$ cat config.mk
export PLATFORM = sky130hd
export DESIGN_NAME = timer
export DESIGN_NICKNAME = d
export VERILOG_FILES = /design/src/soc_pkg.sv /design/src/timer.sv
export SDC_FILE = /design/constraint.sdc
export NUM_CORES = 1
export LEC_CHECK = 0
export ABC_AREA = 0
export CORE_MARGIN = 1
export CORE_UTILIZATION = 45
export DETAILED_ROUTE_END_ITERATION = 6
export DONT_BUFFER_PORTS = 1
export PLACE_DENSITY = 0.69
export SLEW_MARGIN = 10
export SYNTH_ARGS = -nofsm -noshare
export SYNTH_HDL_FRONTEND = slang
export SYNTH_SLANG_ARGS = --single-unit
$ cat constraint.sdc
create_clock -name i_clock -period 9.8 [get_ports i_clock]
set_clock_uncertainty 0.2 [all_clocks]
set_input_delay 0.98 -clock i_clock [delete_from_list [all_inputs] [get_ports i_clock]]
set_output_delay 0.98 -clock i_clock [all_outputs]
set_load 0.03 [all_outputs]
$ cat src/soc_pkg.sv
package soc_pkg;

	//==================================================
	// Bus widths

	localparam int addr_w = 32;
	localparam int data_w = 32;

	//==================================================
	// Near address map

	// Region field of a bus address
	localparam int region_msb = 31;
	localparam int region_lsb = 28;

	localparam logic [region_msb-region_lsb:0] region_ram = 4'h1;
	localparam logic [region_msb-region_lsb:0] region_bridge = 4'h5;

	// Device field on the far side of the bridge
	localparam int dev_msb = 27;
	localparam int dev_lsb = 24;

	localparam logic [dev_msb-dev_lsb:0] dev_timer = 4'h5;

	// On-chip RAM, word indexed by address bits 11:2
	localparam int ram_words = 1024;
	localparam int ram_addr_w = 10;

	//==================================================
	// Timer

	// Counter advances once per this many clocks
	localparam int timer_prescale = 4;
	localparam int timer_presc_w = $clog2(timer_prescale);

	//==================================================
	// State and register encodings

	typedef enum logic [1:0] {
		arb_idle,
		arb_port_a,
		arb_port_b
	} arb_state_e;

	typedef enum logic [1:0] {
		br_idle,
		br_far,
		br_done
	} bridge_state_e;

	// Timer register offsets, address bits 3:2
	typedef enum logic [1:0] {
		tmr_count = 2'd0,
		tmr_compare = 2'd1,
		tmr_control = 2'd2
	} timer_reg_e;

endpackage

$ cat src/timer.sv
module timer (
	input  logic                       i_clock,
	input  logic                       i_rst_n,
	input  logic                       i_request,
	input  logic                       i_rw,
	input  logic [3:0]                 i_offset,
	input  logic [soc_pkg::data_w-1:0] i_wdata,
	output logic [soc_pkg::data_w-1:0] o_rdata,
	output logic                       o_ready,
	output logic                       o_timer_irq
);
	import soc_pkg::*;

	logic [timer_presc_w-1:0] presc;
	logic [data_w-1:0] count;
	logic [data_w-1:0] compare;
	logic enable;
	logic access;
	timer_reg_e reg_sel;
	logic [data_w-1:0] read_value;

	//==================================================
	// Counter

	always_ff @(posedge i_clock or negedge i_rst_n) begin
		if (!i_rst_n) begin
			presc <= '0;
			count <= '0;
		end else if (enable) begin
			if (presc == timer_presc_w'(timer_prescale - 1)) begin
				presc <= '0;
				count <= count + 1'b1;
			end else begin
				presc <= presc + 1'b1;
			end
		end
	end

	// Compare interrupt
	always_ff @(posedge i_clock or negedge i_rst_n) begin
		if (!i_rst_n)
			o_timer_irq <= 1'b0;
		else
			o_timer_irq <= enable && (count >= compare);
	end

	//==================================================
	// Register access

	assign access = i_request && !o_ready;
	assign reg_sel = timer_reg_e'(i_offset[3:2]);

	always_comb begin
		case (reg_sel)
			tmr_count: read_value = count;
			tmr_compare: read_value = compare;
			tmr_control: read_value = {{(data_w-1){1'b0}}, enable};
			default: read_value = '0;
		endcase
	end

	always_ff @(posedge i_clock or negedge i_rst_n) begin
		if (!i_rst_n) begin
			compare <= '1;
			enable <= 1'b0;
			o_ready <= 1'b0;
		end else begin
			o_ready <= access;
			if (access && i_rw) begin
				case (reg_sel)
					tmr_compare: compare <= i_wdata;
					tmr_control: enable <= i_wdata[0];
					default: ;
				endcase
			end
		end
	end

	always_ff @(posedge i_clock) begin
		if (access)
			o_rdata <= read_value;
	end

endmodule
== Yosys cells after proc, flatten, opt, wreduce, memory -nomap -nowiden ==
Index checks and enable logic that the tools add are counted.

* Add/sub/neg operators: 2
* Order comparisons: 1
* Equality and inequality tests: 3
* Muxes and demuxes: 2
* Reductions and logical operators: 8

{| class="wikitable"
|+ Operators with widths
! cell !! count
|-
| $pmux W32 S3 || 1
|-
| $add A32 B1 Y32 const B || 1
|-
| $ge A32 B32 Y1 || 1
|-
| $reduce_and A2 Y1 || 3
|-
| $eq A2 B2 Y1 const B || 2
|-
| $logic_and A1 B1 Y1 || 3
|-
| $add A2 B1 Y2 const B || 1
|-
| $eq A2 B1 Y1 const B || 1
|-
| $logic_not A2 Y1 || 1
|-
| $mux W2 || 1
|-
| $logic_not A1 Y1 || 1
|}

* Register bits after elaboration: 101
* Output and inout port bits: 34

== Logic depth before layout (Yosys ltp) ==
* Depth in word-level cells: 4
* Mapped depth: 7

== Worst setup path after synthesis ==
Ideal clock, no wire load.

* Path kind: input port to flip-flop
* Start: in i_request
* End: reg compare[0]
* Library setup time: 0.082 ns
* Arrival: 3.499 ns
* Required time: 9.518 ns
* Setup slack: 6.019 ns
* Cell stages on the path: 4
* Cells stage by stage: nor2b_1 > nand2_1 > nor3b_2 > mux2_2

* Word-level cells in the longest chain between the ends: 3

{| class="wikitable"
|+ RTL lines
! item !! RTL line !! RTL
|-
| start, declared || timer.sv:4 || <nowiki>input logic i_request,</nowiki>
|-
| $logic_and A1 B1 Y1 || timer.sv:50 || <nowiki>assign access = i_request && !o_ready;</nowiki>
|-
| $logic_and A1 B1 Y1 || timer.sv:69 || <nowiki>if (access && i_rw) begin</nowiki>
|-
| $reduce_and A2 Y1 (no line) || n/a ||
|-
| end signal, assigned || timer.sv:71 || <nowiki>tmr_compare: compare <= i_wdata;</nowiki>
|-
| end, declared || timer.sv:16 || <nowiki>logic [data_w-1:0] compare;</nowiki>
|}

Every way passes these cells.
A chain may end at the register's enable or synchronous reset.

== Worst setup path after layout ==
Same ends and word-level chain as after synthesis.

==> run metrics <==
status finished, final reports clean; hold_buf cts 0; Finished Core Util 0.4962; CTS root buf clkbuf_8; FMAX 328.9 MHz; #FFs+latches synth 101; Worst path max stage delay 790 ps; die area 11660 sq um; drt total wl 9.644 mm; setup_tns 0 ps; post-synthesis cell type count 44; Routed WL per cell 16.29 um; Post-Syn Area per Cell 11.21 sq um; commonest non-fill, non-tap cell in the layout nand2_1; Tcrit/Tclk final 0.3102; fin nets 521; clk sinks 101; number of flops mapped to enable cells by yosys 32; # setup viols final 0; register area share after synthesis 0.5395; clock latency on the worst-skew pair 360 ps; number of diodes 0; power per cell area 190.7 nW/um^2; Syn-to-layout area delta 6.855%; relative slew slack 0.3292; unrepaired setup endpoints after global routing no; # fillers 961; # IOs 74; Crit Path Max Fanout 63; Critical Path RT 9890 ps; port buffer count 0; Reg clk slew, reported paths 100 ps; residual DRC count 0; mapped cell area 5056 sq um; HP Class input port to asynchronous set/reset pin; initial antenna violation count 0; post-CTS setup buffers 0; GR Overflow Total 0; CTS buffer count 9; Hold Fails Final Rpt 0; commonest non-fill, non-tap cells in the layout 51 x nand2_1, 40 x nor2_1, 37 x dfrtp_1, 34 x ha_1; via count 3168; CTS Buffer Depth 2; Initial Utilization 0.4644; DP HPWL 6.479 mm; Slew @ Worst Pin 1004 ps; TritonCTS clock tree done; fraction of layout cells with a size suffix above 1 0.1394; htree depth 3; Leak Pwr 0.002382 uW; total global-route track usage 0.1800; vias in the first global route 3321; Final Slew Violations 0; largest net degree at the start of global routing 70; die extent in y 108 um; Pre-Repair DR Iteration Count 4; Final min period 3040 ps; sequential cell area 2728 sq um; row cnt 38; MaxCap Viol Count 0; CP arrival 3130 ps; Setup crit start kind input port; syn nets 525; CP max-delay cell nor2b_4; delay-heaviest family, CP simple AND/OR/NAND/NOR gates; Worst Path Buf+Inv 1; via/cell ratio 5.351; first-pass GRT wire length 16.03 mm; Primary FF master, synth dfrtp_1; post-cts sizing count 0; VDD IR max 0.1028 mV; Post-Syn Instances 451; 1st-iter DRT viols 136; Core Box Area 10890 sq um; FFs w/ async S/R, synth 0.6832; critical-path cell list nor2b_4 > nand2_1 > nor3b_4 > buf_4 > mux2_2; multi-input logic area 2143 sq um; Placer Congestion 0.7801; Synth Warn # 0; Worst Setup End Kind register; antenna-violating nets left 0; Crit Path Category input port to register; Die Wd 108 um
cells in the mapped netlist, types with 9 or more instances:
cell / count / area, sq um
nand4_1: 13 / 81.33
inv_1: 33 / 123.9
mux2i_1: 32 / 320.3
xnor2_1: 24 / 210.2
a21oi_1: 10 / 50.05
edfxtp_1: 32 / 960.9
nand2_1: 51 / 191.4
clkbuf_1: 9 / 33.78
dfrtp_1: 37 / 925.9
nor2_1: 40 / 150.1
dfstp_2: 32 / 840.8
nand3_1: 12 / 60.06
o21ai_0: 33 / 165.2
ha_1: 34 / 425.4
logic make-up (layout without fill, tap and decap cells):
logic type	count (synthesis)	in the layout	synth area share
compound gates	57	57	0.06508
xor+xnor	31	31	0.05518
fa+ha+maj	34	34	0.08414
buf+inv	49	50	0.03935
flops	101	101	0.5395
mux	37	37	0.07449
simple gates	142	142	0.1423
flip-flops by register name, indices dropped and copies added (netlist names):
register,cells
compare,32
count,32
o_rdata,32
presc,2
enable,1
o_ready,1
o_timer_irq,1
report_power, final:
group / internal, uW / switching, uW
Sequential: 519 / 62.5
Combinational: 70.8 / 84.6
Clock: 151 / 142
Total: 741 / 289
path summary, 6_finish.rpt:
check	depth (start not counted)	to	slack (ps)	startpoint
max in group asynchronous	0	compare[29]$_DFFE_PN1P_	9090	i_rst_n
min in group i_clock	1	count[31]$_DFFE_PN0P_	310	count[31]$_DFFE_PN0P_
setup / recovery	5	compare[0]$_DFFE_PN1P_	6760	i_request
hold reg to reg	1	count[31]$_DFFE_PN0P_	310	count[31]$_DFFE_PN0P_
setup reg to reg	5	compare[0]$_DFFE_PN1P_	6820	o_ready$_DFF_PN0_
hold / removal	0	count[9]$_DFFE_PN0P_	110	i_rst_n
per-stage QoR:
step | power (uW) | worst slack (ps) | hold slack [ps] | cell area [sq um] | cells
3_3_place_gp | 734.8 | 6358 | 294.5 | 5177 | 576
4_1_cts | 1041 | 6676 | 90.14 | 5403 | 592
2_1_floorplan | 707.9 | 6019 | 268.1 | 5056 | 451
6_report | 1030 | 6760 | 105.2 | 5403 | 592
3_5_place_dp | 747.8 | 6300 | 298.3 | 5177 | 576
5_1_grt | 1089 | 6551 | 70.05 | 5403 | 592
final cells by class:
cell class | count | area share
repair buffers | 1 | 0.001390
well taps | 140 | 0.03242
clock buffers | 11 | 0.02617
multi-input cells | 301 | 0.3967
flip-flops and latches | 101 | 0.5049
clock inverters | 5 | 0.01552
inverters | 33 | 0.02293
per-layer routing:
metal,wire (um),GRT usage,up-vias
li1,-,-,1550
met1,4709,0.2430,1544
met2,4453,0.2898,62
met3,350,0.03436,12
met4,130,0.06262,0
met5,0,0,-
Power figures use the tool's default switching activity.
