## src/soc_pkg.sv

```systemverilog
package soc_pkg;

	//==================================================
	// Bus widths

	localparam int addr_w = 32;
	localparam int data_w = 32;

	//==================================================
	// Near address map

	// Region field of a bus address
	localparam int region_msb = 31;
	localparam int region_lsb = 28;

	localparam logic [region_msb-region_lsb:0] region_ram = 4'h1;
	localparam logic [region_msb-region_lsb:0] region_bridge = 4'h5;

	// Device field on the far side of the bridge
	localparam int dev_msb = 27;
	localparam int dev_lsb = 24;

	localparam logic [dev_msb-dev_lsb:0] dev_timer = 4'h5;

	// On-chip RAM, word indexed by address bits 11:2
	localparam int ram_words = 1024;
	localparam int ram_addr_w = 10;

	//==================================================
	// Timer

	// Counter advances once per this many clocks
	localparam int timer_prescale = 4;
	localparam int timer_presc_w = $clog2(timer_prescale);

	//==================================================
	// State and register encodings

	typedef enum logic [1:0] {
		arb_idle,
		arb_port_a,
		arb_port_b
	} arb_state_e;

	typedef enum logic [1:0] {
		br_idle,
		br_far,
		br_done
	} bridge_state_e;

	// Timer register offsets, address bits 3:2
	typedef enum logic [1:0] {
		tmr_count = 2'd0,
		tmr_compare = 2'd1,
		tmr_control = 2'd2
	} timer_reg_e;

endpackage

```

## src/bridge.sv

```systemverilog
module bridge #(
	parameter bit registered = 1'b1
) (
	input  logic                           i_clock,
	input  logic                           i_rst_n,

	// Near side
	input  logic                           i_request,
	input  logic                           i_rw,
	input  logic [soc_pkg::region_lsb-1:0] i_address,
	input  logic [soc_pkg::data_w-1:0]     i_wdata,
	output logic [soc_pkg::data_w-1:0]     o_rdata,
	output logic                           o_ready,

	// Far side
	output logic                           o_timer_request,
	output logic                           o_far_rw,
	output logic [3:0]                     o_far_offset,
	output logic [soc_pkg::data_w-1:0]     o_far_wdata,
	input  logic [soc_pkg::data_w-1:0]     i_timer_rdata,
	input  logic                           i_timer_ready
);
	import soc_pkg::*;

	bridge_state_e state;
	logic near_rw;
	logic [region_lsb-1:0] near_address;
	logic [data_w-1:0] near_wdata;
	logic [region_lsb-1:0] far_address;
	logic far_active;
	logic timer_sel;
	logic dev_ready;
	logic far_ready;
	logic [data_w-1:0] far_rdata;

	always_ff @(posedge i_clock or negedge i_rst_n) begin
		if (!i_rst_n) begin
			state <= br_idle;
		end else begin
			case (state)
				br_idle: if (i_request) state <= br_far;
				br_far: if (far_ready) state <= br_done;
				default: state <= br_idle;
			endcase
		end
	end

	// Near transfer latch
	always_ff @(posedge i_clock) begin
		if (state == br_idle && i_request) begin
			near_rw <= i_rw;
			near_address <= i_address;
			near_wdata <= i_wdata;
		end
		if (far_active && far_ready)
			o_rdata <= far_rdata;
	end

	//==================================================
	// Far side

	// Unregistered variant issues the far request in the near cycle
	assign far_active = (state == br_far) || (!registered && state == br_idle && i_request);
	assign far_address = registered ? near_address : i_address;

	assign timer_sel = (far_address[dev_msb:dev_lsb] == dev_timer);
	assign o_timer_request = far_active && timer_sel;
	assign o_far_rw = registered ? near_rw : i_rw;
	assign o_far_wdata = registered ? near_wdata : i_wdata;
	assign o_far_offset = far_address[3:0];

	// No such device, answer zero
	always_ff @(posedge i_clock or negedge i_rst_n) begin
		if (!i_rst_n)
			dev_ready <= 1'b0;
		else
			dev_ready <= far_active && !timer_sel && !dev_ready;
	end

	assign far_ready = timer_sel ? i_timer_ready : dev_ready;
	assign far_rdata = timer_sel ? i_timer_rdata : '0;

	assign o_ready = (state == br_done);

	// Near request is still held when ready comes back
	assert property (@(posedge i_clock) disable iff (!i_rst_n)
		o_ready |-> i_request);

	// Timer answers only a far request
	assert property (@(posedge i_clock) disable iff (!i_rst_n)
		i_timer_ready |-> $past(o_timer_request));

endmodule

```

## config.mk

```make
export PLATFORM = sky130hd
export DESIGN_NAME = bridge
export DESIGN_NICKNAME = d
export VERILOG_FILES = /design/src/soc_pkg.sv /design/src/bridge.sv
export SDC_FILE = /design/constraint.sdc
export NUM_CORES = 1
export LEC_CHECK = 0
export BUFFER_PORTS_ARGS = -buffer_cell sky130_fd_sc_hd__buf_2
export CORE_ASPECT_RATIO = 0.5
export CORE_UTILIZATION = 41
export DETAILED_ROUTE_END_ITERATION = 10
export GPL_TIMING_DRIVEN = 0
export PLACE_DENSITY = 0.78
export REMOVE_ABC_BUFFERS = 1
export SLEW_MARGIN = 20
export SYNTH_ARGS = -nofsm -noshare
export SYNTH_HDL_FRONTEND = slang
export SYNTH_SLANG_ARGS = --single-unit
```

## constraint.sdc

```tcl
create_clock -name i_clock -period 4.45 [get_ports i_clock]
set_input_delay 0 -clock i_clock [delete_from_list [all_inputs] [get_ports i_clock]]
set_output_delay 0 -clock i_clock [all_outputs]
set_load 0.05 [all_outputs]
```

Word-level counts from Yosys, hierarchy flattened
Cells that the tools add are included.

word-level totals
  logic and storage cells = 24
  register bits after elaboration = 96

cells by class
  reductions and logical operators = 9
  multiplexer cells = 4
  equal/unequal tests = 5

operators by type and width
  cell                  count
  $logic_and A1 B1 Y1   5
  $eq A4 B3 Y1 const B  1
  $mux W2               2
  $pmux W2 S2           1
  $eq A2 B1 Y1 const B  1
  $eq A2 B2 Y1 const B  1
  $logic_not A1 Y1      2
  $logic_not A2 Y1      1
  $ne A2 B1 Y1 const B  1
  $ne A2 B2 Y1 const B  1
  $reduce_and A2 Y1     1
  $mux W1               1

Depth between registers and ports, before layout
  word-level depth = 4
  gate-level depth with buffers = 4
  depth with buffers taken out = 3

Least setup slack after synthesis
No wires, ideal clock.

  path kind = register -> register
  from = register state[0]
  to = register near_address[0], in the netlist far_address[0], enable pin
  setup slack = 441 ps
  cell stages (with the launch flop) = 2
  data arrival time = 3508 ps
  period minus slack after synthesis = 4009 ps
  path buffers = 0
  data required time = 3949 ps
  path through = dfrtp_1 -> nor3b_1

on the way
  word-level cells in the longest chain between the ends = 2

RTL lines
  item                      RTL line      text
  start: declaration        bridge.sv:25  bridge_state_e state;
  start signal: assignment  bridge.sv:38  state <= br_idle;
  start signal: assignment  bridge.sv:41  br_idle: if (i_request) state <= br_far;
  start signal: assignment  bridge.sv:42  br_far: if (far_ready) state <= br_done;
  $logic_not A2 Y1          bridge.sv:50  if (state == br_idle && i_request) begin
  $logic_and A1 B1 Y1       bridge.sv:50
  end signal: assignment    bridge.sv:52  near_address <= i_address;
  end: declaration          bridge.sv:27  logic [region_lsb-1:0] near_address;

Every way passes these cells.
A chain may end at the register's enable or synchronous reset.

Worst setup path after layout
  from = register near_address[27], in the netlist far_address[27]
  to = register o_rdata[11] in the netlist's numbering, enable pin

on the way
  word-level cells in the longest chain between the ends = 3

RTL lines
  item                    RTL line      text
  $eq A4 B3 Y1            bridge.sv:66  assign timer_sel = (far_address[dev_msb:dev_lsb] == dev_timer);
  $mux W1                 bridge.sv:80  assign far_ready = timer_sel ? i_timer_ready : dev_ready;
  $logic_and A1 B1 Y1     bridge.sv:55  if (far_active && far_ready)
  end signal: assignment  bridge.sv:56  o_rdata <= far_rdata;
  end: declaration        bridge.sv:12  output logic [soc_pkg::data_w-1:0] o_rdata,

Every way passes these cells.

==> results.yml <==
floorplanning:
  design.die.area_um2: 6650
  die_h_um: 58.2
  pin_count: 168
  die_width_um: 114
  core_area_um2: 6080
  initial_core_util_pct: 42.5
  core.rowCount: 20
clock_tree:
  worstSkewPairLatency_ps: 320
  maximum_number_of_buffers_from_clock_root_to_sink: 2
  clock_tree.htree_level_count: 3
  cts_tree: "built"
  root_buffer: "sky130_fd_sc_hd__clkbuf_16"
  cts-buffers-inserted: 9
  cts.repair.resized: 0
  clkSlewWorstSetupHoldPaths_ps: 60
  cts.sink_count: 76
run_status:
  run_status: "finished clean"
logic_synthesis:
  avgSynthCellArea_um2: 20.4
  synth_cell_types: 15
  netlist_area_um2: 2590
  netlist_instances: 127
  synth_top_area_cell: "sky130_fd_sc_hd__edfxtp_1"
  yosysWarnings: 0
  yosysSeqAreaShare_pct: 87.7
  synth_top_area_share_pct: 84.8
  largest_cells_by_area_after_synthesis: "sky130_fd_sc_hd__edfxtp_1 85%, sky130_fd_sc_hd__and2_1 7.7%, sky130_fd_sc_hd__dfrtp_1 2.9%, sky130_fd_sc_hd__buf_4 1.5%, sky130_fd_sc_hd__nor2_1 0.44%"
  postSynthRegisterBits: 76
global_route:
  global_route.overflow_total: 0
  maximum_number_of_pins_on_one_net_before_global_route_repair: 22
  first_global_vias: 2059
  global_route_wire_length_before_repair_um: 10200
  grt_antenna_before_repair: 0
  globalRouteTotalUtil_pct: 21.2
timing:
  unrepaired_setup_endpoints_after_global_routing: "false"
  setup_viol: 0
  worst_slew_margin_rel_pct: 44.8
  crit_path_setup_slack_layout_ps: 1920
  fin_setup_tns_ps: 0
  finalWorstPathRequiredPeriod_ps: 2530
  worst_pin_slew_ps: 825
  hold_violations: 0
  fin_hold_ws_ps: 40.0
  worst_clock_skew_ps: 6.37
  timing.final.max_slew_violations: 0
  achievable-frequency_mhz: 396
  min_period_over_period_pct: 56.8
place:
  finalWeightedCongestion: 0.705
  hpwl_um: 3840
  dpl-instance-area_um2: 3470
  placed_cells: 359
  portBuffers: 147
  preCtsSetupSlack_ps: 2010
drt:
  final_antenna_net_count: 0
  drc_errors: 0
  dr.pass1.iters: 5
  initialDrtViolationCount: 144
  post_drt_via_cell_ratio: 4.40
  detail_route.wl_per_cell_um: 15.3
  vias: 1974
  routed_wirelength_um: 6890
worst_setup_path:
  path_cells: "nor4bb_4, buf_6, mux2i_1, nor2_4, buf_16"
  criticalPathCategory: "reg2reg"
  critPathSlowestCell: "sky130_fd_sc_hd__nor4bb_4"
  worst-path-buf-inv: 2
  critical-path-max-stage-delay_ps: 760
  worst_ep_required_time_ps: 4480
  critPathArrivalTime_ps: 2550
  setup.worst_path.end_class: "flop"
  worstSetupStartpointType: "flop"
  family_with_the_most_delay_on_the_worst_path: "simple AND/OR/NAND/NOR gates"
  crit_fanout: 21
layout:
  most-common-layout-cells: "147 x sky130_fd_sc_hd__buf_2, 74 x sky130_fd_sc_hd__dlygate4sd3_1, 73 x sky130_fd_sc_hd__edfxtp_1, 32 x sky130_fd_sc_hd__and2_1, 9 x sky130_fd_sc_hd__clkbuf_16"
  drive_gt1_share_pct: 46.5
  layout.cells.most_common: "sky130_fd_sc_hd__buf_2"
  finalNonFillerCells: 449
  nets: 453
  antennaDiodeCount: 0
  areaGrowthSynthToFinish_pct: 74.7
  fillerInstances: 366
  stdcell_area_um2: 4520
job:
  maxCapViolCount: 0
pwr:
  power.density_cell_area_nw_per_um2: 574
  leakage_uw: 0.00195
  irDropWorstVdd_mv: 0.241
worst_hold_path:
  worstHoldPathType: "in2async"
-- cell usage after synthesis --
cell	n
sky130_fd_sc_hd__nor3_1	1
sky130_fd_sc_hd__clkbuf_2	2
sky130_fd_sc_hd__mux2i_1	1
sky130_fd_sc_hd__buf_2	1
sky130_fd_sc_hd__inv_1	1
sky130_fd_sc_hd__a31o_1	1
sky130_fd_sc_hd__and3_1	1
sky130_fd_sc_hd__nand2_1	1
sky130_fd_sc_hd__edfxtp_1	73
sky130_fd_sc_hd__dfrtp_1	3
sky130_fd_sc_hd__nor4bb_1	1
sky130_fd_sc_hd__nor2_1	3
sky130_fd_sc_hd__and2_1	32
sky130_fd_sc_hd__buf_4	5
sky130_fd_sc_hd__nor3b_1	1
-- cells by family after synthesis --
group | Yosys count | share of synthesized area (%)
AOI/OAI and AO/OA | 1 | 0.339
buffers and inverters | 9 | 2.18
muxes | 1 | 0.387
DFF | 76 | 87.7
and+or+nand+nor | 40 | 9.43
-- cell type report --
| cell class | instances | area [µm²] | share of cell area [%] |
|---|---|---|---|
| timing repair buffer | 226 | 1540 | 34.1 |
| sequential | 76 | 2270 | 50.2 |
| clock inverter | 7 | 81.3 | 1.80 |
| tap | 88 | 110 | 2.44 |
| clock buffer | 9 | 225 | 4.98 |
| inverter | 1 | 3.75 | 0.0831 |
| multi-input combinational | 42 | 290 | 6.42 |
-- per-stage QoR --
step	total power [µW]	util [%]
final	2600	74.3
after global routing	2680	74.3
after CTS	2590	74.2
after detailed placement	1800	57.1
after global placement	1740	55.6
after floorplan	1580	-
-- sequential cells by signal, indices dropped and copies added, names as in the netlist --
name and flops:
dev_ready 1, state 2, o_far_wdata 32, o_rdata 32
o_far_rw 1, far_address 8
-- worst reg2reg max path, cell delays in order (launching register included) --
cell and delay (ps):
sky130_fd_sc_hd__edfxtp_1 420, sky130_fd_sc_hd__nor4bb_4 760, sky130_fd_sc_hd__buf_6 260, sky130_fd_sc_hd__mux2i_1 170, sky130_fd_sc_hd__nor2_4 390, sky130_fd_sc_hd__buf_16 230
-- routing by layer --
| layer | part of all wire (%) | global-route usage (%) | wire length [µm] | vias to the layer above |
|---|---|---|---|---|
| met5 | 0 | 0 | 0 | - |
| met4 | 2.1 | 7.42 | 143 | 0 |
| met3 | 4.9 | 5.02 | 340 | 14 |
| met2 | 55 | 40.6 | 3820 | 78 |
| met1 | 38 | 23.4 | 2590 | 961 |
| li1 | - | - | - | 921 |
-- worst paths after layout --
| check | start | endpoint | slack [ps] | depth (start not counted) |
|---|---|---|---|---|
| min | i_rst_n | state[1] | 40 | 2 |
| max | far_address[27] | o_rdata[11] | 1920 | 5 |
| min in group i_clock | i_timer_ready | state[1] | 90 | 3 |
| max reg2reg | far_address[27] | o_rdata[11] | 1920 | 5 |
| max in group asynchronous | i_rst_n | state[0] | 4300 | 2 |
| min reg2reg | dev_ready | dev_ready | 490 | 1 |
-- power by group --
| part | internal (µW) | switching (µW) |
|---|---|---|
| clock | 483 | 258 |
| combinational | 202 | 623 |
| sequential | 979 | 50.5 |
-- what timing repair did --
action                                  4_1_cts  5_1_grt
endpoints found under the hold margin        75        1
buffers inserted                              0        0
endpoints found under the setup margin        0        0
hold buffers                                 73        1
Power figures use the tool's default switching activity.
