File: src/soc_pkg.sv
package soc_pkg;

	//==================================================
	// Bus widths

	localparam int addr_w = 32;
	localparam int data_w = 32;

	//==================================================
	// Near address map

	// Region field of a bus address
	localparam int region_msb = 31;
	localparam int region_lsb = 28;

	localparam logic [region_msb-region_lsb:0] region_ram = 4'h1;
	localparam logic [region_msb-region_lsb:0] region_bridge = 4'h5;

	// Device field on the far side of the bridge
	localparam int dev_msb = 27;
	localparam int dev_lsb = 24;

	localparam logic [dev_msb-dev_lsb:0] dev_timer = 4'h5;

	// On-chip RAM, word indexed by address bits 11:2
	localparam int ram_words = 1024;
	localparam int ram_addr_w = 10;

	//==================================================
	// Timer

	// Counter advances once per this many clocks
	localparam int timer_prescale = 4;
	localparam int timer_presc_w = $clog2(timer_prescale);

	//==================================================
	// State and register encodings

	typedef enum logic [1:0] {
		arb_idle,
		arb_port_a,
		arb_port_b
	} arb_state_e;

	typedef enum logic [1:0] {
		br_idle,
		br_far,
		br_done
	} bridge_state_e;

	// Timer register offsets, address bits 3:2
	typedef enum logic [1:0] {
		tmr_count = 2'd0,
		tmr_compare = 2'd1,
		tmr_control = 2'd2
	} timer_reg_e;

endpackage

File: src/bus_access.sv
module bus_access (
	input  logic                       i_clock,
	input  logic                       i_rst_n,

	// Port A, instruction side, read only
	input  logic                       i_pa_request,
	input  logic [soc_pkg::addr_w-1:0] i_pa_address,
	output logic                       o_pa_ready,
	output logic [soc_pkg::data_w-1:0] o_pa_rdata,

	// Port B, data side
	input  logic                       i_pb_request,
	input  logic                       i_pb_rw,
	input  logic [soc_pkg::addr_w-1:0] i_pb_address,
	input  logic [soc_pkg::data_w-1:0] i_pb_wdata,
	output logic                       o_pb_ready,
	output logic [soc_pkg::data_w-1:0] o_pb_rdata,

	// Internal bus
	output logic                       o_ram_request,
	output logic                       o_bridge_request,
	output logic                       o_bus_rw,
	output logic [soc_pkg::addr_w-1:0] o_bus_address,
	output logic [soc_pkg::data_w-1:0] o_bus_wdata,
	input  logic [soc_pkg::data_w-1:0] i_ram_rdata,
	input  logic                       i_ram_ready,
	input  logic [soc_pkg::data_w-1:0] i_bridge_rdata,
	input  logic                       i_bridge_ready
);
	import soc_pkg::*;

	arb_state_e state;
	logic bus_active;
	logic [region_msb-region_lsb:0] region;
	logic ram_sel;
	logic bridge_sel;
	logic unmapped_ready;
	logic bus_ready;
	logic [data_w-1:0] bus_rdata;

	//==================================================
	// Arbiter, port B has priority

	always_ff @(posedge i_clock or negedge i_rst_n) begin
		if (!i_rst_n) begin
			state <= arb_idle;
		end else begin
			case (state)
				arb_idle: begin
					if (i_pb_request)
						state <= arb_port_b;
					else if (i_pa_request)
						state <= arb_port_a;
				end
				arb_port_a, arb_port_b: begin
					if (bus_ready)
						state <= arb_idle;
				end
				default: state <= arb_idle;
			endcase
		end
	end

	// Registered bus stage, loaded while idle
	always_ff @(posedge i_clock) begin
		if (state == arb_idle) begin
			if (i_pb_request) begin
				o_bus_rw <= i_pb_rw;
				o_bus_address <= i_pb_address;
				o_bus_wdata <= i_pb_wdata;
			end else begin
				o_bus_rw <= 1'b0;
				o_bus_address <= i_pa_address;
				o_bus_wdata <= '0;
			end
		end
	end

	assign bus_active = (state != arb_idle);

	//==================================================
	// Region decode

	assign region = o_bus_address[region_msb:region_lsb];
	assign ram_sel = (region == region_ram);
	assign bridge_sel = (region == region_bridge);

	assign o_ram_request = bus_active && ram_sel;
	assign o_bridge_request = bus_active && bridge_sel;

	// Unmapped regions answer with zero after one cycle
	always_ff @(posedge i_clock or negedge i_rst_n) begin
		if (!i_rst_n)
			unmapped_ready <= 1'b0;
		else
			unmapped_ready <= bus_active && !ram_sel && !bridge_sel && !unmapped_ready;
	end

	assign bus_ready = ram_sel ? i_ram_ready : bridge_sel ? i_bridge_ready : unmapped_ready;
	assign bus_rdata = ram_sel ? i_ram_rdata : bridge_sel ? i_bridge_rdata : '0;

	// Return path to the granted port only
	assign o_pa_ready = (state == arb_port_a) && bus_ready;
	assign o_pb_ready = (state == arb_port_b) && bus_ready;
	assign o_pa_rdata = (state == arb_port_a) ? bus_rdata : '0;
	assign o_pb_rdata = (state == arb_port_b) ? bus_rdata : '0;

	// Targets answer only a request of their own
	assert property (@(posedge i_clock) disable iff (!i_rst_n)
		i_ram_ready |-> $past(o_ram_request));

	assert property (@(posedge i_clock) disable iff (!i_rst_n)
		i_bridge_ready |-> o_bridge_request);

endmodule

File: config.mk
export PLATFORM = sky130hd
export DESIGN_NAME = bus_access
export DESIGN_NICKNAME = d
export VERILOG_FILES = /design/src/soc_pkg.sv /design/src/bus_access.sv
export SDC_FILE = /design/constraint.sdc
export NUM_CORES = 1
export LEC_CHECK = 0
export BUFFER_PORTS_ARGS = -buffer_cell sky130_fd_sc_hd__clkbuf_2
export CELL_PAD_IN_SITES_DETAIL_PLACEMENT = 0
export CELL_PAD_IN_SITES_GLOBAL_PLACEMENT = 1
export CORE_AREA = 2 2 117 119
export DETAILED_ROUTE_END_ITERATION = 10
export DIE_AREA = 0 0 119 121
export GPL_ROUTABILITY_DRIVEN = 0
export PLACE_DENSITY_LB_ADDON = 0.1
export SYNTH_ARGS = -nofsm -noshare
export SYNTH_HDL_FRONTEND = slang
export SYNTH_SLANG_ARGS = --single-unit
File: constraint.sdc
create_clock -name i_clock -period 6.62 [get_ports i_clock]
set_clock_uncertainty 0.15 [all_clocks]
set_input_delay 1.655 -clock i_clock [delete_from_list [all_inputs] [get_ports i_clock]]
set_output_delay 1.655 -clock i_clock [all_outputs]
set_load 0.01 [all_outputs]
; Word level (Yosys, flattened, before mapping)
; Index checks and enable logic that the tools add are counted.
[totals]
regBits = 68
in_bits = 167
out_inout_bits = 133
[op_classes]
muxes = 11
n_reduce_logical = 14
eq_ne = 6
[op_table]
columns = op, count
row1 = $mux W32, 5
row2 = $logic_and A1 B1 Y1, 7
row3 = $mux W2, 3
row4 = $eq A4 B1 Y1 const B, 1
row5 = $eq A4 B3 Y1 const B, 1
row6 = $pmux W2 S2, 1
row7 = $logic_not A1 Y1, 3
row8 = $ne A3 B3 Y1 const B, 1
row9 = $eq A2 B1 Y1 const B, 1
row10 = $eq A2 B2 Y1 const B, 1
row11 = $logic_not A2 Y1, 1
row12 = $mux W1, 2
row13 = $ne A2 B2 Y1 const B, 1
row14 = $reduce_and A2 Y1, 1
row15 = $reduce_bool A2 Y1, 1
row16 = $reduce_or A2 Y1, 1

; Longest topological paths before layout
; Gate-level depths: netlist of the first run.
[logic_depth]
ltp_word = 5
ltp_mapped = 6
mapped_depth_nobuf = 6

; Worst setup path after synthesis of the first run
; OpenSTA, ideal clock, no wires.
[synth_timing]
path_kind = flip-flop to output port
from = register state[0]
to = output o_bridge_request
setup_slack_ns = 2.210
arrival_time_ns = 2.605
stages_incl_launch_ff = 5
n_path_buf = 0
cell_sequence = dfrtp_1 -> inv_1 -> ha_1 -> inv_1 -> and3_1
[synth_via]
elab_chain_cells = 2
[synth_rtl]
columns = element, line
row1 = start: declaration, bus_access.sv:32  ; arb_state_e state;
row2 = start signal: assignment, bus_access.sv:46  ; state <= arb_idle;
row3 = start signal: assignment, bus_access.sv:51  ; state <= arb_port_b;
row4 = start signal: assignment, bus_access.sv:53  ; state <= arb_port_a;
row5 = $reduce_bool A2 Y1, bus_access.sv:79  ; assign bus_active = (state != arb_idle);
row6 = $logic_and A1 B1 Y1, bus_access.sv:89  ; assign o_bridge_request = bus_active && bridge_sel;
row7 = end: declaration, bus_access.sv:21  ; output logic o_bridge_request,
; Every way passes these cells.

; Worst setup path after layout of the first run
[layout_timing]
from = input i_bridge_ready
to = output o_pb_ready
[layout_via]
elab_chain_cells = 3
[layout_rtl]
columns = element, line
row1 = start: declaration, bus_access.sv:28  ; input logic i_bridge_ready
row2 = $mux W1 (2 in series), bus_access.sv:99  ; assign bus_ready = ram_sel ? i_ram_ready : bridge_sel ? i_bridge_ready : unmapped_ready;
row3 = $logic_and A1 B1 Y1, bus_access.sv:104  ; assign o_pb_ready = (state == arb_port_b) && bus_ready;
row4 = end: declaration, bus_access.sv:16  ; output logic o_pb_ready,
; Every way passes these cells.

==> results_dict.tcl, run 1 <==
set metrics [dict create \
    outcome "finished clean" \
    crit_chain "clkbuf_2, mux2i_1, nand2_2, o21ai_2, nor2b_1, clkbuf_2" \
    synth_seq_area_share_pct 58.02 \
    intPower_uw 1225 \
    initial_core_util_pct 26.70 \
    critPathMaxStageDelay_ns 0.22 \
    die_w_um 119 \
    ys_ff_latch 68 \
    cts_hold_buffers 0 \
    placed_cells 735 \
    finalSetupViolCount 0 \
    drc 0 \
    stdcell_count 751 \
    hold_violations 0 \
    rows 42 \
    critical_path_buf_inv_count 2 \
    synthFlopType "edfxtp_1" \
    rsz0062_at_grt "false" \
    track_usage_pct 15.23 \
    p_per_area_nw_per_um2 343.9 \
    final_cell_mix "clkbuf_2 (299), nor2_1 (66), edfxtp_1 (65)" \
    drive_above_1_share_pct 57.91 \
    syn_nets 445 \
    slowest_stage "mux2i_1" \
    grt_max_degree 71 \
    avgSynthCellArea_um2 12.70 \
    clock_latency_ns 0.33 \
    cp-start-kind "primary input" \
    maxCapViolations 0 \
    cts_buffer_depth 2 \
    diodes 0 \
    timing.hold.ws_ns 0.3212 \
    p_switching_uw 633.3 \
    setup_tns_ns 0 \
    path_class "primary input to output port" \
    nNetsFinal 740 \
    leakage_uw 0.002768 \
    grt_pass1_wl_um 16660 \
    cp_max_fo 4 \
    core_um2 13090 \
    period_needed_ns 4.202 \
    swShare_pct 34.08 \
    grt_pass1_vias 3187 \
    via_count 3182 \
    cts_tree "built" \
    final_common_cell "clkbuf_2" \
    syn-cell-area_um2 3493 \
    grt_overflow 0 \
    cts_resized 0 \
    arrival_ns 2.40 \
    port_buffers 299 \
    cts_buffers 9 \
    end_kind "output port" \
    synth_edf_count 65 \
    dieHeight_um 121 \
    worst_pin_slew_ns 0.9026 \
    slew_violations 0 \
    io_pins 300 \
    synth_top_area_share_pct 55.87 \
    clockPowerShare_pct 25.1 \
    worstHoldPathType "flop to flop" \
    placed_area_um2 5110 \
    hpwl_um 8638 \
    period_share_pct 63.47 \
    yosysTopAreaCell "edfxtp_1" \
    ant_nets 0 \
    wl_per_cell_um 14.88 \
    postLayoutCellArea_um2 5403 \
    irDropWorstVdd_mv 0.2047 \
    clock-sinks 68 \
    syn_to_final_growth_pct 54.66 \
    first_iter_violations 126 \
    required_ns 4.82 \
    postCtsSetupRepairBufs 0 \
    cts_root_buf "clkbuf_16" \
    combPwrFrac_pct 35.0 \
    synth.distinct_cells 24 \
    synthTopCellsByArea "edfxtp_1 (56%), mux2i_1 (10%), mux2_1 (7.4%)" \
    postSynth.asyncResetShare_pct 4.412 \
    cp_top_family "multiplexers" \
    antenna_found_initial 0 \
    cts.reportedPaths.clkPinSlew_ns 0.05 \
    drtPass1Iterations 4 \
    synthesis.instances 275 \
    fmax_mhz 238.0 \
    viasPerCell 4.237 \
    wirelength_um 11180 \
    yosysWarnings 0 \
    h-tree-depth 3 \
    seqPwrFrac_pct 39.9 \
    slew_headroom_pct 39.83 \
    crit_path_frequent_cell "clkbuf_2" \
    die_area_um2 14400 \
]
==> power by group through the flow <==
stage	Sequential, uW	Clock, uW	Combinational, uW
4_1_cts	744	480	668
5_1_grt	758	499	713
3_5_place_dp	750	0	666
3_3_place_gp	743	0	666
2_1_floorplan	839	0	284
6_report	741	466	651
==> flip-flops by register name, summed over array words and instances (netlist names) <==
signal          flops
o_bus_rw            1
o_bus_address      32
state               2
unmapped_ready      1
o_bus_wdata        32
==> cell families after synthesis <==
logic type	after synthesis	share of synthesized area, %
AO/OA/AOI/OAI	7	1.290
adder cells (fa/ha/maj)	3	1.075
buffers and inverters	22	4.011
flip-flops	68	58.02
multiplexers	67	20.34
AND/OR/NAND/NOR	108	15.26
==> final cells by class <==
type | instances | area, um^2
multi-input combinational | 185 | 1329
timing repair buffer | 302 | 1519
fill | 1327 | 7682
clock inverter | 7 | 67.56
tap | 176 | 220.2
clock buffer | 9 | 225.2
sequential | 68 | 2027
inverter | 4 | 15.01
==> Yosys cell counts (2+ instances only) <==
cell / number
mux2i_1: 35
clkbuf_1: 4
ha_1: 3
buf_2: 7
o21ai_0: 4
dfrtp_1: 3
nand2_4: 2
edfxtp_1: 65
mux2_2: 9
inv_1: 4
nor2b_1: 2
nor2_1: 66
mux2_1: 23
buf_6: 6
and2_1: 33
==> path summary, 6_finish.rpt <==
kind | from | endpoint | slack [ns] | cells after the start
worst max register to register | state[1]$_DFFE_PN0P_ | state[1]$_DFFE_PN0P_ | 4.34 | 7
max in group asynchronous | i_rst_n | state[1]$_DFFE_PN0P_ | 5.24 | 1
worst max-delay path | i_bridge_ready | o_pb_ready | 2.42 | 6
min in group asynchronous | i_rst_n | unmapped_ready$_DFF_PN0_ | 0.96 | 1
worst min-delay path | unmapped_ready$_DFF_PN0_ | unmapped_ready$_DFF_PN0_ | 0.32 | 1
worst min register to register | unmapped_ready$_DFF_PN0_ | unmapped_ready$_DFF_PN0_ | 0.32 | 1
==> layer usage <==
metal | share of wire [%] | vias to the layer above | GRT usage (%)
met1 | 34 | 1443 | 14.93
met5 | 0 | - | 0
met2 | 53 | 176 | 27.55
li1 | - | 1547 | -
met3 | 11 | 16 | 6.532
met4 | 2.4 | 0 | 7.292
==> stage by stage <==
| step | setup slack [ns] | power, uW | utilization, % |
|---|---|---|---|
| final | 2.418 | 1858 | 41.29 |
| after global routing | 2.335 | 1970 | 41.29 |
| after CTS | 2.395 | 1893 | 41.29 |
| after detailed placement | 2.394 | 1416 | 39.05 |
| after global placement | 2.436 | 1409 | 39.05 |
| after floorplan | 2.210 | 1123 | - |
(Power assumes the default switching activity.)
==> run 2, diff against run 1 <==
--- a/config.mk
+++ b/config.mk
@@ -5,12 +5,14 @@
 export SDC_FILE = /design/constraint.sdc
 export NUM_CORES = 1
 export LEC_CHECK = 0
+export ABC_AREA = 1
 export BUFFER_PORTS_ARGS = -buffer_cell sky130_fd_sc_hd__clkbuf_2
 export CELL_PAD_IN_SITES_DETAIL_PLACEMENT = 0
 export CELL_PAD_IN_SITES_GLOBAL_PLACEMENT = 1
-export CORE_AREA = 2 2 117 119
+export CORE_ASPECT_RATIO = 1.5
+export CORE_MARGIN = 2
+export CORE_UTILIZATION = 28
 export DETAILED_ROUTE_END_ITERATION = 10
-export DIE_AREA = 0 0 119 121
 export GPL_ROUTABILITY_DRIVEN = 0
 export PLACE_DENSITY_LB_ADDON = 0.1
 export SYNTH_ARGS = -nofsm -noshare
==> constraint.sdc (replaced) <==
create_clock -name i_clock -period 4.02 [get_ports i_clock]
set_clock_uncertainty 0.15 [all_clocks]
set_input_delay 1.005 -clock i_clock [delete_from_list [all_inputs] [get_ports i_clock]]
set_output_delay 1.005 -clock i_clock [all_outputs]
set_load 0.01 [all_outputs]
==> results_dict.tcl, run 2 <==
set metrics [dict create \
    outcome "finished clean" \
    synthFlopType "edfxtp_1" \
    power_uw 3430 \
    yosysWarnings 0 \
    worst_pin_slew_ns 1.024 \
    syn_nets 595 \
    grt_overflow 0 \
    cts_tree "built" \
    syn_to_final_growth_pct 46.00 \
    ant_nets 0 \
    drive_above_1_share_pct 57.88 \
    h-tree-depth 3 \
    diodes 0 \
    wl_per_cell_um 13.52 \
    path_class "flop to output port" \
    grt_pass1_wl_um 17830 \
    die_area_um2 15390 \
    synth_seq_area_share_pct 50.28 \
    grt_max_degree 70 \
    p_per_area_nw_per_um2 582.9 \
    rsz0062_at_grt "false" \
    arrival_ns 2.13 \
    slew_violations 0 \
    period_needed_ns 3.281 \
    hpwl_um 9810 \
    cts_root_buf "clkbuf_16" \
    nNetsFinal 883 \
    via_count 3833 \
    antenna_found_initial 0 \
    synthTopCellsByArea "edfxtp_1 (48%), mux2_2 (8.4%), nand3_2 (7.4%)" \
    synth_edf_count 65 \
    drtPass1Iterations 4 \
    cp-start-kind "flop" \
    finalSetupViolCount 0 \
    synthesis.instances 425 \
    fmax_mhz 304.8 \
    dieHeight_um 151.0 \
    cts.reportedPaths.clkPinSlew_ns 0.05 \
    leakage_uw 0.003107 \
    io_pins 300 \
    postCtsSetupRepairBufs 0 \
    grt_pass1_vias 3694 \
    synth_common_cells "nand2_1 (73), nor2_1 (69), edfxtp_1 (65), inv_1 (44), nand3_1 (39)" \
    end_kind "output port" \
    synth.distinct_cells 21 \
    final_common_cell "clkbuf_2" \
    largestRegisters "o_bus_address (32), o_bus_wdata (32), state (2)" \
    required_ns 2.86 \
    syn-cell-area_um2 4031 \
    synth_top_area_share_pct 48.42 \
    hold_violations 0 \
    ys_ff_latch 68 \
    avgSynthCellArea_um2 9.486 \
    synth_most_common_cell "nand2_1" \
    irDropWorstVdd_mv 0.3508 \
    postSynth.asyncResetShare_pct 4.412 \
    worstHoldPathType "primary input to async pin" \
    rows 53 \
    viasPerCell 4.217 \
    final_cell_mix "clkbuf_2 (299), nand2_1 (73), nor2_1 (69)" \
    stdcell_count 909 \
    maxCapViolations 0 \
    track_usage_pct 15.14 \
    cts_buffer_depth 2 \
    clock_latency_ns 0.32 \
    drc 0 \
    port_buffers 299 \
    cts_buffers 9 \
    n_fill_cell 1476 \
    placed_cells 894 \
    wirelength_um 12290 \
    cp_max_fo 29 \
    slew_headroom_pct 31.63 \
    period_share_pct 81.62 \
    yosysTopAreaCell "edfxtp_1" \
    first_iter_violations 106 \
    core_um2 14060 \
    initial_core_util_pct 28.68 \
    die_w_um 102.0 \
    cts_hold_buffers 0 \
    clock-sinks 68 \
    cts_resized 0 \
    setup_tns_ns 0 \
]
## run 2: cell count changes after synthesis, sizes merged, moves of 3 or more
cell	change
nor2	+8
nand2	+72
and2	-33
mux2i	-35
inv	+72
buf	+6
nand3	+69
clkbuf	+3
o21ai	-4
## run 2: area by class of cell
type | count | area [um^2] | area share (%)
flip-flops and latches | 68 | 2027 | 34.44
repair buffers | 304 | 1546 | 26.28
multi-input cells | 254 | 1511 | 25.68
inverters | 76 | 285.3 | 4.847
well taps | 192 | 240.2 | 4.082
clock buffers | 12 | 236.5 | 4.018
clock inverters | 3 | 38.79 | 0.6590
## run 2: report_power, final
part           leakage, uW  internal [uW]  switching, uW
clock             0.000134            474            262
sequential        0.000699           1190           98.3
combinational      0.00227            440            966
## run 2: cell families after synthesis
kind of cell	after synthesis	synth area share, %
AO/OA/AOI/OAI	1	0.1240
adder cells (fa/ha/maj)	3	0.9312
buffers and inverters	103	12.54
flip-flops	68	50.28
multiplexers	32	8.938
AND/OR/NAND/NOR	218	27.19
## run 2: metrics by stage
stage          worst slack (ns)  area (um^2)  util (%)  hold slack (ns)
2_1_floorplan            0.4577         4031         -           0.3156
3_5_place_dp              1.039         5610     39.91           0.3448
6_report                 0.7387         5886     41.87           0.3263
5_1_grt                  0.5365         5886     41.87           0.3077
4_1_cts                  0.6857         5886     41.87           0.3130
3_3_place_gp              1.088         5610     39.91           0.3342
## run 2: metal layers
metal	global-route usage, %	part of all wire, %	vias up
met5	0	0	-
met4	6.533	2.7	0
met3	5.861	10	18
met2	28.06	53	177
met1	14.57	33	1710
li1	-	-	1928
## run 2: worst max-delay path, stage by stage, from the launching register on
cell and delay, ns:
edfxtp_1 0.40, inv_1 0.09, nor2_4 0.34, buf_4 0.40
nand3_1 0.12, nand2_1 0.12, inv_2 0.04, nor2_1 0.12
clkbuf_2 0.16
## run 2: final timing paths
check,from,end,slack [ns],cells after the start
min reg2reg,state[1]$_DFFE_PN0P_,state[1]$_DFFE_PN0P_,0.35,2
min in group i_clock,state[1]$_DFFE_PN0P_,state[1]$_DFFE_PN0P_,0.35,2
max,o_bus_address[28]$_DFFE_PP_,o_pb_rdata[9],0.74,8
max reg2reg,state[0]$_DFFE_PN0P_,o_bus_address[29]$_DFFE_PP_,2.08,3
max in group asynchronous,i_rst_n,unmapped_ready$_DFF_PN0_,3.28,1
min,i_rst_n,state[0]$_DFFE_PN0P_,0.33,1
==> run 3, diff against run 2 <==
==> constraint.sdc (replaced) <==
create_clock -name i_clock -period 3.4 [get_ports i_clock]
set_clock_uncertainty 0.15 [all_clocks]
set_input_delay 0.85 -clock i_clock [delete_from_list [all_inputs] [get_ports i_clock]]
set_output_delay 0.85 -clock i_clock [all_outputs]
set_load 0.01 [all_outputs]
==> results_dict.tcl, run 3 (synthesis gave the netlist of run 2 again) <==
set metrics [dict create \
    outcome "finished clean" \
    port_buffers 299 \
    period_needed_ns 3.004 \
    cts_hold_buffers 0 \
    power_uw 4021 \
    io_pins 300 \
    grt_max_degree 68 \
    postCtsSetupRepairBufs 0 \
    core_um2 14060 \
    p_per_area_nw_per_um2 681.6 \
    syn_to_final_growth_pct 46.34 \
    drtPass1Iterations 6 \
    drc 0 \
    wl_met1_um 4108 \
    track_usage_pct 15.38 \
    nNetsFinal 888 \
    cts_buffers 9 \
    rows 53 \
    wirelength_um 12130 \
    setup_tns_ns 0 \
    die_w_um 102.0 \
    viasPerCell 4.224 \
    arrival_ns 2.00 \
    hold_violations 0 \
    r2r_start "state[0]$_DFFE_PN0P_" \
    wl_per_cell_um 13.27 \
    path_class "flop to output port" \
    final_cell_mix "clkbuf_2 (299), nand2_1 (73), nor2_1 (69)" \
    cts_root_buf "clkbuf_16" \
    maxCapViolations 0 \
    h-tree-depth 3 \
    grt_pass1_wl_um 18170 \
    first_iter_violations 61 \
    dieHeight_um 151.0 \
    final_common_cell "clkbuf_2" \
    cts_resized 0 \
    worst_pin_slew_ns 0.9897 \
    drive_above_1_share_pct 58.31 \
    cp_max_fo 17 \
    hpwl_um 9874 \
    diodes 0 \
    ant_nets 0 \
    via_count 3861 \
    cts.reportedPaths.clkPinSlew_ns 0.05 \
    irDropWorstVdd_mv 0.6430 \
    r2r_slack_ns 1.39 \
    wl_met3_um 1143 \
    die_area_um2 15390 \
    cts_buffer_depth 2 \
    clock_latency_ns 0.33 \
    largestRegisters "o_bus_address (32), o_bus_wdata (32), state (2)" \
    cts_tree "built" \
    period_share_pct 88.34 \
    initial_core_util_pct 28.68 \
    fmax_mhz 332.9 \
    antenna_found_initial 0 \
    grt_overflow 0 \
    finalSetupViolCount 0 \
    slew_violations 0 \
    leakage_uw 0.003122 \
    clock-sinks 68 \
    worstHoldPathType "primary input to async pin" \
    cp-start-kind "flop" \
    slew_headroom_pct 34.02 \
    grt_pass1_vias 3867 \
    endpoint "o_pa_rdata[3]" \
    startpoint "o_bus_address[31]$_DFFE_PP_" \
    top_layer "met4" \
    worstRegToRegCells 7 \
    required_ns 2.40 \
    rr_endpoint "state[0]$_DFFE_PN0P_" \
    rsz0062_at_grt "false" \
    end_kind "output port" \
    wl_met2_um 6370 \
]
[run 3: cell types whose count changed in the layout (fill, tap and decap cells not counted), sizes merged]
cell    previous run  this run
buf                5        10
bufinv             1         0
clkinv             2         3
[run 3: worst max-delay path: stages (launching register included)]
cell and delay (ns):
edfxtp_1 0.52, nor2_4 0.36, buf_4 0.29, nand3_1 0.10, nand2_1 0.10, inv_2 0.04, nor2_1 0.10, clkbuf_2 0.14
[run 3: final cells by class]
type	count	area (um^2)
timing repair buffer	309	1584
clock buffer	12	236.5
multi-input combinational	254	1511
sequential	68	2027
tap	192	240.2
inverter	76	285.3
clock inverter	3	15.01
fill	1476	8159
[run 3: metal layers]
metal / vias to the layer above / track usage, %
li1: 1935 / -
met1: 1711 / 14.98
met2: 186 / 27.89
met3: 29 / 4.938
met4: 0 / 8.933
met5: - / 0
[run 3: power breakdown]
part	switching, uW	total [uW]	internal, uW
sequential	115	1520	1400
clock	313	799	485
combinational	1150	1700	559
total	1570	4020	2450
[run 3: stage by stage]
stage | cells | setup WS [ns] | util [%] | cell area (um^2) | hold slack, ns
floorplan | 425 | 0.7533 | - | 4034 | 0.3156
detailed placement | 899 | 0.7166 | 40.17 | 5648 | 0.3446
global route | 914 | 0.2121 | 41.96 | 5899 | 0.1534
global placement | 899 | 0.7336 | 40.17 | 5648 | 0.3301
CTS | 914 | 0.3461 | 41.96 | 5899 | 0.1538
finish | 914 | 0.3963 | 41.96 | 5899 | 0.1671
[run 3: worst min path at each step]
stage,depth (start not counted),endpoint,startpoint
CTS,1,unmapped_ready$_DFF_PN0_,i_rst_n
floorplan,2,state[1]$_DFFE_PN0P_,state[1]$_DFFE_PN0P_
finish,1,unmapped_ready$_DFF_PN0_,i_rst_n
global route,1,unmapped_ready$_DFF_PN0_,i_rst_n
detailed placement,2,state[1]$_DFFE_PN0P_,state[1]$_DFFE_PN0P_
global placement,2,state[1]$_DFFE_PN0P_,state[1]$_DFFE_PN0P_
